`src/common/frame_pkg.sv`:
```
// --------------------
// Widths, bit positions and build options of the board frame
// Status and controller layouts follow the I/O controller word format
// Sound is unsigned and game inputs are active low in this build
// --------------------

package frame_pkg;

    // Data widths
    localparam int color_w     = 4;
    localparam int vga_w       = 6;
    localparam int joy_w       = 10;
    localparam int board_joy_w = 16;
    localparam int status_w    = 32;
    localparam int snd_w       = 16;

    // Build options
    localparam bit signed_snd        = 1'b0;
    localparam bit inputs_active_low = 1'b1;

    // Game reset stretch, in clk_sys cycles
    localparam int rst_hold  = 16;
    localparam int rst_cnt_w = $clog2(rst_hold + 1);

    // Idle level of a game joystick word
    localparam logic [joy_w-1:0] joy_idle = {joy_w{inputs_active_low}};

    // Board controller word
    localparam int joy_coin_bit    = 10;
    localparam int joy_start_bit   = 11;
    localparam int joy_pause_bit   = 12;
    localparam int joy_service_bit = 13;

    // Status word
    localparam int st_test_bit  = 10;
    localparam int st_pause_bit = 11;
    localparam int st_flip_bit  = 12;
    localparam int st_fx_lsb    = 13;
    localparam int st_nofm_bit  = 15;
    localparam int st_nopsg_bit = 16;

endpackage

```
`src/board/board_inputs.sv`:
```
// --------------------
// Outputs are registered, one cycle after the inputs
// Game inputs sit at their idle level while rst is high
// DIP outputs carry no reset and follow the status word
// --------------------

`timescale 1ns/1ps

module board_inputs
    import frame_pkg::*;
(
    input  logic                   clk_sys,
    input  logic                   rst,
    input  logic [board_joy_w-1:0] board_joystick1,
    input  logic [board_joy_w-1:0] board_joystick2,
    input  logic [status_w-1:0]    status,
    output logic [joy_w-1:0]       game_joystick1,
    output logic [joy_w-1:0]       game_joystick2,
    output logic [1:0]             game_coin,
    output logic [1:0]             game_start,
    output logic                   game_pause,
    output logic                   game_service,
    output logic                   dip_test,
    output logic                   dip_pause,
    output logic                   dip_flip,
    output logic [1:0]             dip_fxlevel,
    output logic                   enable_fm,
    output logic                   enable_psg
);

    logic pause_q;
    logic pause_flag;
    logic pause_next;

    // Rising edge of player 1 pause toggles the flag
    assign pause_next = pause_flag ^ (board_joystick1[joy_pause_bit] & ~pause_q);

    always_ff @(posedge clk_sys) begin
        pause_q <= board_joystick1[joy_pause_bit];
        if (rst) begin
            game_joystick1 <= joy_idle;
            game_joystick2 <= joy_idle;
            game_coin      <= {2{inputs_active_low}};
            game_start     <= {2{inputs_active_low}};
            game_service   <= inputs_active_low;
            pause_flag     <= 1'b0;
            game_pause     <= 1'b0;
        end else begin
            game_joystick1 <= board_joystick1[joy_w-1:0] ^ joy_idle;
            game_joystick2 <= board_joystick2[joy_w-1:0] ^ joy_idle;
            // Bit 0 is player 1
            game_coin    <= {board_joystick2[joy_coin_bit], board_joystick1[joy_coin_bit]}
                            ^ {2{inputs_active_low}};
            game_start   <= {board_joystick2[joy_start_bit], board_joystick1[joy_start_bit]}
                            ^ {2{inputs_active_low}};
            game_service <= board_joystick1[joy_service_bit] ^ inputs_active_low;
            pause_flag   <= pause_next;
            game_pause   <= pause_next | status[st_pause_bit];
        end
    end

    // Status decoding
    always_ff @(posedge clk_sys) begin
        dip_test    <= status[st_test_bit];
        dip_pause   <= status[st_pause_bit];
        dip_flip    <= status[st_flip_bit];
        dip_fxlevel <= status[st_fx_lsb +: 2];
        enable_fm   <= ~status[st_nofm_bit];
        enable_psg  <= ~status[st_nopsg_bit];
    end

    // Controls released right after reset
    a_joy_idle: assert property (@(posedge clk_sys) rst |=> game_joystick1 == joy_idle)
        else $error("game_joystick1 not idle after rst");

endmodule

```
`src/board/board_reset.sv`:
```
// --------------------
// Board reset follows reset and PLL lock with one cycle of delay
// Game reset is stretched rst_hold cycles past its last cause
// A change of dip_flip counts as a game reset cause
// --------------------

`timescale 1ns/1ps

module board_reset
    import frame_pkg::*;
(
    input  logic clk_sys,
    input  logic reset,
    input  logic pll_locked,
    input  logic downloading,
    input  logic rst_req,
    input  logic dip_flip,
    output logic rst,
    output logic game_rst,
    output logic led
);

    logic [rst_cnt_w-1:0] hold_cnt;
    logic                 flip_q;
    logic                 flip_chg;
    logic                 cause;

    assign flip_chg = dip_flip ^ flip_q;
    assign cause    = rst | downloading | rst_req | flip_chg;

    // Counter reloads while any cause is present
    always_ff @(posedge clk_sys) begin
        flip_q <= dip_flip;
        if (reset) begin
            rst      <= 1'b1;
            hold_cnt <= rst_cnt_w'(rst_hold);
        end else begin
            rst <= ~pll_locked;
            if (cause) begin
                hold_cnt <= rst_cnt_w'(rst_hold);
            end else if (hold_cnt != '0) begin
                hold_cnt <= hold_cnt - 1'b1;
            end
        end
    end

    assign game_rst = cause | (hold_cnt != '0);

    // LED dark while anything holds the board
    assign led = ~(rst | downloading | ~pll_locked);

    // Board reset always implies game reset
    a_rst_covered: assert property (@(posedge clk_sys) rst |-> game_rst)
        else $error("game_rst low while rst is high");

endmodule

```
`src/hdl/frame_top.sv`:
```
// --------------------
// Single clock frame, everything runs on clk_sys
// Status and controller words arrive as plain levels
// --------------------

`timescale 1ns/1ps

module frame_top
    import frame_pkg::*;
(
    input  logic                   clk_sys,
    input  logic                   reset,
    input  logic                   pll_locked,
    input  logic [status_w-1:0]    status,
    input  logic [board_joy_w-1:0] board_joystick1,
    input  logic [board_joy_w-1:0] board_joystick2,
    input  logic                   downloading,
    input  logic                   rst_req,
    input  logic [color_w-1:0]     game_r,
    input  logic [color_w-1:0]     game_g,
    input  logic [color_w-1:0]     game_b,
    input  logic                   lhbl,
    input  logic                   lvbl,
    input  logic                   hs,
    input  logic                   vs,
    input  logic                   pxl_cen,
    input  logic [snd_w-1:0]       snd_left,
    input  logic [snd_w-1:0]       snd_right,
    output logic                   rst,
    output logic                   game_rst,
    output logic                   led,
    output logic [vga_w-1:0]       vga_r,
    output logic [vga_w-1:0]       vga_g,
    output logic [vga_w-1:0]       vga_b,
    output logic                   vga_hs,
    output logic                   vga_vs,
    output logic                   audio_l,
    output logic                   audio_r,
    output logic [joy_w-1:0]       game_joystick1,
    output logic [joy_w-1:0]       game_joystick2,
    output logic [1:0]             game_coin,
    output logic [1:0]             game_start,
    output logic                   game_pause,
    output logic                   game_service,
    output logic                   dip_test,
    output logic                   dip_pause,
    output logic                   dip_flip,
    output logic [1:0]             dip_fxlevel,
    output logic                   enable_fm,
    output logic                   enable_psg
);

    board_reset u_reset (
        .clk_sys     ( clk_sys     ),
        .reset       ( reset       ),
        .pll_locked  ( pll_locked  ),
        .downloading ( downloading ),
        .rst_req     ( rst_req     ),
        .dip_flip    ( dip_flip    ),
        .rst         ( rst         ),
        .game_rst    ( game_rst    ),
        .led         ( led         )
    );

    // Inputs are held idle by the game reset
    board_inputs u_inputs (
        .clk_sys         ( clk_sys         ),
        .rst             ( game_rst        ),
        .board_joystick1 ( board_joystick1 ),
        .board_joystick2 ( board_joystick2 ),
        .status          ( status          ),
        .game_joystick1  ( game_joystick1  ),
        .game_joystick2  ( game_joystick2  ),
        .game_coin       ( game_coin       ),
        .game_start      ( game_start      ),
        .game_pause      ( game_pause      ),
        .game_service    ( game_service    ),
        .dip_test        ( dip_test        ),
        .dip_pause       ( dip_pause       ),
        .dip_flip        ( dip_flip        ),
        .dip_fxlevel     ( dip_fxlevel     ),
        .enable_fm       ( enable_fm       ),
        .enable_psg      ( enable_psg      )
    );

    video_expand u_video (
        .clk_sys ( clk_sys ),
        .rst     ( rst     ),
        .pxl_cen ( pxl_cen ),
        .game_r  ( game_r  ),
        .game_g  ( game_g  ),
        .game_b  ( game_b  ),
        .lhbl    ( lhbl    ),
        .lvbl    ( lvbl    ),
        .hs      ( hs      ),
        .vs      ( vs      ),
        .vga_r   ( vga_r   ),
        .vga_g   ( vga_g   ),
        .vga_b   ( vga_b   ),
        .vga_hs  ( vga_hs  ),
        .vga_vs  ( vga_vs  )
    );

    snd_dac u_snd_l (
        .clk_sys ( clk_sys  ),
        .rst     ( rst      ),
        .sample  ( snd_left ),
        .pdm     ( audio_l  )
    );

    snd_dac u_snd_r (
        .clk_sys ( clk_sys   ),
        .rst     ( rst       ),
        .sample  ( snd_right ),
        .pdm     ( audio_r   )
    );

endmodule

```
`src/hdl/snd_dac.sv`:
```
// --------------------
// First-order sigma-delta, one output bit per clk_sys cycle
// Signed samples are moved to offset binary when signed_snd is set
// --------------------

`timescale 1ns/1ps

module snd_dac
    import frame_pkg::*;
(
    input  logic             clk_sys,
    input  logic             rst,
    input  logic [snd_w-1:0] sample,
    output logic             pdm
);

    logic [snd_w-1:0] sample_ob;
    logic [snd_w-1:0] acc;

    // Flip the sign bit only for two's complement input
    assign sample_ob = sample ^ {signed_snd, {(snd_w-1){1'b0}}};

    // Carry out of the accumulator is the density bit
    always_ff @(posedge clk_sys) begin
        if (rst) begin
            acc <= '0;
            pdm <= 1'b0;
        end else begin
            {pdm, acc} <= {1'b0, acc} + {1'b0, sample_ob};
        end
    end

endmodule

```
`src/hdl/video_expand.sv`:
```
// --------------------
// Registers colour and sync on pxl_cen, one pixel of latency
// Colour is black outside the active area
// --------------------

`timescale 1ns/1ps

module video_expand
    import frame_pkg::*;
(
    input  logic               clk_sys,
    input  logic               rst,
    input  logic               pxl_cen,
    input  logic [color_w-1:0] game_r,
    input  logic [color_w-1:0] game_g,
    input  logic [color_w-1:0] game_b,
    input  logic               lhbl,
    input  logic               lvbl,
    input  logic               hs,
    input  logic               vs,
    output logic [vga_w-1:0]   vga_r,
    output logic [vga_w-1:0]   vga_g,
    output logic [vga_w-1:0]   vga_b,
    output logic               vga_hs,
    output logic               vga_vs
);

    logic active;

    // Top bits repeated below so full scale stays full scale
    function automatic logic [vga_w-1:0] widen(input logic [color_w-1:0] c);
        widen = {c, c[color_w-1 -: vga_w-color_w]};
    endfunction

    assign active = lhbl & lvbl;

    always_ff @(posedge clk_sys) begin
        if (rst) begin
            vga_r  <= '0;
            vga_g  <= '0;
            vga_b  <= '0;
            vga_hs <= 1'b0;
            vga_vs <= 1'b0;
        end else if (pxl_cen) begin
            vga_r  <= active ? widen(game_r) : '0;
            vga_g  <= active ? widen(game_g) : '0;
            vga_b  <= active ? widen(game_b) : '0;
            vga_hs <= hs;
            vga_vs <= vs;
        end
    end

    // Pixel enable is a single-cycle strobe
    a_cen_pulse: assert property (@(posedge clk_sys) pxl_cen |=> !pxl_cen)
        else $error("pxl_cen high for more than one cycle");

endmodule

```
`config.mk`:
```
export PLATFORM = sky130hd
export DESIGN_NAME = frame_top
export DESIGN_NICKNAME = d
export VERILOG_FILES = /design/src/common/frame_pkg.sv /design/src/board/board_inputs.sv /design/src/board/board_reset.sv /design/src/hdl/frame_top.sv /design/src/hdl/snd_dac.sv /design/src/hdl/video_expand.sv
export SDC_FILE = /design/constraint.sdc
export NUM_CORES = 1
export LEC_CHECK = 0
export ABC_AREA = 1
export BUFFER_PORTS_ARGS = -buffer_cell sky130_fd_sc_hd__buf_2
export CORE_MARGIN = 8
export CORE_UTILIZATION = 51
export CTS_BUF_LIST = sky130_fd_sc_hd__clkbuf_8
export DETAILED_ROUTE_END_ITERATION = 10
export PLACE_DENSITY = 0.82
export SYNTH_ARGS = -nofsm -noshare
export SYNTH_HDL_FRONTEND = slang
export SYNTH_HIERARCHICAL = 1
export SYNTH_SLANG_ARGS = --single-unit
```
`constraint.sdc`:
```
create_clock -name clk_sys -period 2 [get_ports clk_sys]
set_input_delay 0.4 -clock clk_sys [delete_from_list [all_inputs] [get_ports clk_sys]]
set_output_delay 0.4 -clock clk_sys [all_outputs]
set_load 0.005 [all_outputs]
```
# After elaboration in Yosys (flattened, before gate mapping)
# Index checks and enable logic that the tools add are counted.
# totals
output_inout_bits	58
wordCells	54
input_bits	118
regBits	96
# classes
addsub	3
bitwise_logic	20
mux	3
reduce_logical	2
# ops
cell	count
adder 16 x 16 -> 17 bit	2
inverter 10 bit	2
two-way mux 6 bit	3
inverter 1 bit	6
OR 1 bit	6
nonzero test 5 bit	1
subtractor 5 x 1 -> 5 bit, second input constant	1
inverter 2 bit	2
AND 1 bit	2
OR reduction 2 bit	1
bitwise XOR 1 bit	2

# Logic depth before layout (Yosys ltp)
# Gate-level depths: netlist of run 1.
# logic_depth
depth_word	4
ltp_mapped	11
ltp_nobuf	11

# Cells and area by module
# Netlist of run 1, hierarchy kept.
# by_module_without_submodules
module	instances	seq_area_each_um2	area_per_inst_um2	cells_per_inst
snd_dac at u_snd_r	1	340.3	1380.1	221
snd_dac at u_snd_l	1	340.3	1378.8	221
board_inputs	1	700.7	867.1	74
video_expand	1	280.3	695.7	105
board_reset	1	140.1	381.6	55

# Worst setup path after synthesis of run 1
# OpenSTA, ideal clock, no wires.
# synth_path
path_kind	input to register
startpoint	in snd_right[0]
endpoint	reg u_snd_r.pdm
arrival_time_ns	1.515
cell_stages	8
setup_time_ns	0.133
t_required_ns	1.867
path_buffers	0
slack_ns	0.351
cell_sequence	ha_1 fa_1 nand3_1 nand3_1 nand3_1 nand3_2 a21oi_1 nor2_1
# synth_via
elab_chain_len	1
# synth_rtl
item	line	rtl
from (decl)	frame_top.sv:28	input logic [snd_w-1:0] snd_right,
adder 16 x 16 -> 17 bit	snd_dac.sv:29	{pdm, acc} <= {1'b0, acc} + {1'b0, sample_ob};
to (signal assigned)	snd_dac.sv:29	
to (decl)	snd_dac.sv:14	output logic pdm
# No other way between the ends.
# A chain may end at the register's enable or synchronous reset.

# Worst setup path after layout of run 1
# layout_path
startpoint	reg u_reset.hold_cnt[0]
endpoint	out game_rst
# layout_via
elab_chain_len	2
# layout_rtl
item	line	rtl
from (decl)	board_reset.sv:23	logic [rst_cnt_w-1:0] hold_cnt;
from (signal assigned)	board_reset.sv:36	hold_cnt <= rst_cnt_w'(rst_hold);
from (signal assigned)	board_reset.sv:40	hold_cnt <= rst_cnt_w'(rst_hold);
from (signal assigned)	board_reset.sv:42	hold_cnt <= hold_cnt - 1'b1;
nonzero test 5 bit	board_reset.sv:47	assign game_rst = cause | (hold_cnt != '0);
OR 1 bit	board_reset.sv:47	
to (decl)	frame_top.sv:30	output logic game_rst,
# No other way between the ends.

==> impl_metrics.ini, run 1 <==
[placement]
gp_congestion = 0.825
placed_cell_area_sq_mm = 0.00542
hpwl_microns = 8560
portBuffers = 144

[sta]
maxSlewHeadroom_pct = 70.1
slew_violations = 0
setup_viol = 0
fin_crit_sh_pct = 92.9
rsz0062_at_grt = no
worstMarginPinSlew_ns = 0.448
max_freq_mhz = 538
final.min_clock_period_ns = 1.86
finalClockSkew_ns = 0.0145
hold_violations = 0
setup_tns_ns = 0

[global_route]
grt_max_degree = 28
grt_overflow = 0
first_global_vias = 4135
grt_first_pass_wirelength_microns = 18000
grtUsageTotal_pct = 17.3
antenna_found_initial = 1

[route]
drcViolationCount = 0
dr.pass1.iters = 4
drt_iter0_drc = 140
wl_microns = 10700
vias_per_cell = 4.68
ant_nets = 0
avgRoutedWirePerCell_microns = 11.5
vias = 4365

[logic_synthesis]
synth_edf_count = 0
ys_types = 29
synth_seq_area_share_pct = 38.3
async_reset_ff_share_pct = 0
syn_area_per_cell_sq_um = 6.96
netlist_area_sq_mm = 0.00470
yosys.area.top_type = dfxtp_1
netlist_instances = 676
yosys_warnings = 6
yosys-top-cells-area = dfxtp_1 38%, nand2_1 17%, ha_1 9.0%
ys.flop_type = dfxtp_1
syn_nets = 830
synth_top_area_share_pct = 38.3
ys_ff_latch = 90

[finish]
layout.nets = 970
layout_common_cells = 216 x nand2_1, 144 x buf_2, 105 x inv_1
area_delta_synth_final_pct = 20.0
design_area_sq_mm = 0.00565
final_common_cell = nand2_1
drive_gt1_share_pct = 24.0

[power_and_ir_drop]
power.leakage_nw = 3.22
seq_power_share_pct = 47.6
max-vdd-ir-drop_v = 0.000408
p_switching_mw = 1.20
internal-power_mw = 2.77
clkPwrFrac_pct = 34.1
p_sw_share_pct = 30.3
power_density_mw_per_mm2 = 703
p_comb_share_pct = 18.3

[cts]
numCtsBuffers = 9
cts_root_buffer = clkbuf_8
cts_buffer_depth = 2
clk_pin_slew_ns = 0.10
htreeDepth = 3
cts-hold-fix-buffers = 0
cts_tree = built
worst_skew_pair.late_latency_ns = 0.36
postCtsSetupBuffers = 0
cts_sinks = 90
post_cts_resized = 0

[critical_path]
startpoint_type = flip-flop
crit_path_max_incr_delay_ns = 0.32
critical_path_required_ns = 1.60
cp.buffers_inverters = 3
worstSetupPathType = flip-flop to primary output
critPathMaxFanout = 5
crit_arrival_ns = 1.46
crit_slowest_cell = dfxtp_1
crit_top_cell = inv_1
crit_family = buffers and inverters
cp_cell_sequence = inv_1 > ha_1 > inv_1 > nor2_4 > nand4_1 > buf_2
end_kind = primary output

[floorplan]
core_area_sq_mm = 0.00911
die_w_microns = 112
rows = 35
initial_core_util_pct = 51.6
io_pins = 176
die-area_sq_mm = 0.0126
die_h_microns = 112

[flow_run]
cap_violations = 0

[outcome]
outcome = complete, no violations

[min_path]
hp-class = input port to flip-flop
## routing by layer
layer / vias to the layer above / track usage (%) / wire length, microns
met5: - / 0 / 0
met4: 0 / 5.85 / 154
met3: 12 / 6.92 / 921
met2: 138 / 29.4 / 4940
met1: 1877 / 19.2 / 4690
li1: 2338 / - / -
## cells by family (layout without fill, tap and decap cells)
family	Yosys count	in the layout	synth area share [%]
other cells	0	1	0
xor+xnor	1	1	0.186
flops	90	90	38.3
fa+ha+maj	36	36	9.90
compound gates	51	51	5.91
buf+inv	129	274	12.1
simple gates	369	369	33.6
## per-stage QoR
step / std cells / hold WS [ns] / utilization (%) / total power, mW / setup slack [ns]
floorplan: 676 / 0.379 / - / 2.45 / 0.351
global placement: 916 / 0.372 / 59.5 / 2.64 / 0.107
detailed placement: 916 / 0.374 / 59.5 / 2.65 / 0.0613
CTS: 932 / 0.116 / 62.0 / 4.02 / 0.120
global route: 933 / 0.112 / 62.0 / 4.19 / 0.00705
finish: 933 / 0.137 / 62.0 / 3.97 / 0.141
## synth_stat cells (3+ instances only)
| cell | n |
|---|---|
| o21ai_0 | 12 |
| ha_1 | 34 |
| nor3_2 | 6 |
| buf_4 | 8 |
| nand3_2 | 3 |
| inv_1 | 105 |
| nand2_1 | 216 |
| inv_2 | 8 |
| nand2_2 | 11 |
| nand3_1 | 38 |
| buf_6 | 5 |
| dfxtp_1 | 90 |
| nor2_1 | 78 |
| a21oi_1 | 36 |
| nand3b_1 | 4 |
## final timing paths
check                                                      start                         to  slack [ns]  cells past startpoint
worst max-delay path            u_reset/hold_cnt[0]$_SDFFE_PP0P_                   game_rst        0.14                      6
worst min-delay path                                  status[12]  u_inputs/dip_flip$_DFF_P_        0.14                      1
worst max register to register         u_snd_r/acc[0]$_SDFF_PP0_  u_snd_r/acc[8]$_SDFF_PP0_        0.23                      8
worst min register to register         u_inputs/dip_flip$_DFF_P_     u_reset/flip_q$_DFF_P_        0.39                      0
## power groups by stage
stage	Clock, mW	Combinational [mW]	Sequential [mW]
2_1_floorplan	0	0.522	1.93
5_1_grt	1.45	0.841	1.89
4_1_cts	1.40	0.729	1.89
3_5_place_dp	0	0.725	1.93
3_3_place_gp	0	0.711	1.93
6_report	1.35	0.727	1.89
## registers in the layout (all words and copies together), names as in the netlist, 2 cells and up
name / cells
u_inputs/game_start: 2
u_reset/hold_cnt: 5
u_snd_l/acc: 16
u_inputs/game_coin: 2
u_inputs/game_joystick2: 10
u_snd_r/acc: 16
u_video/vga_b: 4
u_video/vga_g: 4
u_inputs/game_joystick1: 10
u_inputs/dip_fxlevel: 2
u_video/vga_r: 4
## final cells by class
type | count | area (sq um)
Antenna cell | 1 | 2.50
Clock buffer | 9 | 124
Fill cell | 860 | 3460
Timing Repair Buffer | 145 | 728
Tap cell | 111 | 139
Inverter | 113 | 424
Sequential cell | 90 | 1800
Multi-Input combinational cell | 457 | 2330
Clock inverter | 7 | 95.1
Power figures use the tool's default switching activity.
==> inputs of run 2 (changes only) <==
--- a/config.mk
+++ b/config.mk
@@ -7,11 +7,11 @@
 export LEC_CHECK = 0
 export ABC_AREA = 1
 export BUFFER_PORTS_ARGS = -buffer_cell sky130_fd_sc_hd__buf_2
-export CORE_MARGIN = 8
-export CORE_UTILIZATION = 51
+export CORE_MARGIN = 10
+export CORE_UTILIZATION = 46
 export CTS_BUF_LIST = sky130_fd_sc_hd__clkbuf_8
 export DETAILED_ROUTE_END_ITERATION = 10
-export PLACE_DENSITY = 0.82
+export PLACE_DENSITY = 0.78
 export SYNTH_ARGS = -nofsm -noshare
 export SYNTH_HDL_FRONTEND = slang
 export SYNTH_HIERARCHICAL = 1
==> constraint.sdc (replaced) <==
create_clock -name clk_sys -period 1.6 [get_ports clk_sys]
set_input_delay 0.32 -clock clk_sys [delete_from_list [all_inputs] [get_ports clk_sys]]
set_output_delay 0.32 -clock clk_sys [all_outputs]
set_load 0.005 [all_outputs]
==> impl_metrics.ini, run 2 (synthesis gave the netlist of run 1 again) <==
[critical_path]
critical_path_required_ns = 1.90
crit_top_cell = nand2_1
crit_path_max_incr_delay_ns = 0.41
cp_cell_sequence = ha_4 > fa_2 > nand2_2 > nand2_1 > nand3b_1 > nand2_2 > nand2_1 > nand2_1 > nand2_1 > nand2_1 > nor2_1
end_kind = flip-flop
worstSetupPathType = flip-flop to flip-flop
crit_arrival_ns = 1.95
crit_slowest_cell = fa_2
startpoint_type = flip-flop
critPathMaxFanout = 4
crit_family = simple AND/OR/NAND/NOR gates
cp.buffers_inverters = 0

[sta]
finalClockSkew_ns = 0.0129
hold_violations = 0
rsz0062_at_grt = yes
setup_viol = 6
setup_ws_ns = -0.0497
final.min_clock_period_ns = 1.65
max_freq_mhz = 606
whs_ns = 0.0576
fin_crit_sh_pct = 103
slew_violations = 0
worstMarginPinSlew_ns = 0.532
maxSlewHeadroom_pct = 64.6

[finish]
final_common_cell = nand2_1
design_area_sq_mm = 0.00590
layout_common_cells = 210 x nand2_1, 144 x buf_2, 102 x inv_1
layout.nets = 982
area_delta_synth_final_pct = 25.4
n_antenna_cell = 0
top_regs = u_snd_l/acc x16, u_snd_r/acc x16
drive_gt1_share_pct = 28.2

[floorplan]
core_area_sq_mm = 0.00986
rows = 36
io_pins = 176
initial_core_util_pct = 47.7
die_w_microns = 121
die-area_sq_mm = 0.0147
die_h_microns = 121

[cts]
cts_sinks = 90
numCtsBuffers = 9
clk_pin_slew_ns = 0.10
worst_skew_pair.late_latency_ns = 0.35
cts-hold-fix-buffers = 0
htreeDepth = 3
cts_root_buffer = clkbuf_8
cts_tree = built
cts_buffer_depth = 2

[power_and_ir_drop]
power.leakage_nw = 3.30
power_density_mw_per_mm2 = 868
max-vdd-ir-drop_v = 0.000587

[global_route]
grtUsageTotal_pct = 16.6
grt_first_pass_wirelength_microns = 20100
grt_overflow = 0
antenna_found_initial = 0
first_global_vias = 4400
grt_max_degree = 28

[route]
drcViolationCount = 0
ant_nets = 0
drt_iter0_drc = 269
vias = 4510
dr.pass1.iters = 4
vias_per_cell = 4.67
wl_microns = 12400
avgRoutedWirePerCell_microns = 12.8

[placement]
gp_congestion = 0.899
hpwl_microns = 9670
portBuffers = 144
placed_cell_area_sq_mm = 0.00551

[outcome]
violations = negative setup slack
outcome = complete, but fails checks

[flow_run]
cap_violations = 0

[min_path]
hp-class = input port to flip-flop
==> run 2: cell count changes in the layout (fill, tap and decap cells not counted), sizes merged <==
cell / delta
buf: +12
bufinv: +1
clkbuf: +1
clkinv: -1
diode: -1
inv: -1
==> run 2: per-layer routing <==
layer,share of wire (%),GRT usage (%),vias to the layer above
li1,-,-,2366
met1,42,18.7,1986
met5,0,0,-
met2,46,27.7,150
met3,11,8.28,8
met4,0.80,3.85,0
==> run 2: report_power, final <==
group / switching (mW) / internal (mW)
Clock: 0.838 / 0.940
Sequential: 0.0361 / 2.33
Combinational: 0.587 / 0.392
Total: 1.46 / 3.66
==> run 2: layout make-up <==
class / count / area [sq um]
inverters: 113 / 424
clock inverters: 6 / 95.1
repair buffers: 157 / 831
flip-flops and latches: 90 / 1810
well taps: 133 / 166
multi-input cells: 457 / 2440
clock buffers: 10 / 138
fillers: 939 / 3970
==> run 2: final timing paths <==
kind | from | end | slack (ns) | depth (start not counted)
max | u_snd_r/acc[0]$_SDFF_PP0_ | u_snd_r/acc[10]$_SDFF_PP0_ | -0.05 | 11
min reg2reg | u_inputs/dip_flip$_DFF_P_ | u_reset/flip_q$_DFF_P_ | 0.38 | 0
max reg2reg | u_snd_r/acc[0]$_SDFF_PP0_ | u_snd_r/acc[10]$_SDFF_PP0_ | -0.05 | 11
min | status[12] | u_inputs/dip_flip$_DFF_P_ | 0.06 | 1
==> run 2: timing repair <==
| item | 4_1_cts | 5_1_grt |
|---|---|---|
| endpoints found under the setup margin | 12 | 16 |
| pin swaps | 3 | 10 |
| setup buffers | 2 | 4 |
| gates resized for setup | 11 | 19 |
==> run 2: stage by stage <==
stage | setup TNS, ns | setup WS [ns] | std cells | power [mW] | util, %
2_1_floorplan | 0 | 0.0312 | 676 | 3.06 | -
3_3_place_gp | -2.05 | -0.203 | 944 | 3.32 | 55.8
3_5_place_dp | -2.37 | -0.212 | 944 | 3.35 | 55.8
5_1_grt | -1.05 | -0.153 | 966 | 5.44 | 59.8
6_report | -0.0955 | -0.0497 | 966 | 5.12 | 59.8
4_1_cts | -0.0532 | -0.0532 | 962 | 5.15 | 58.7
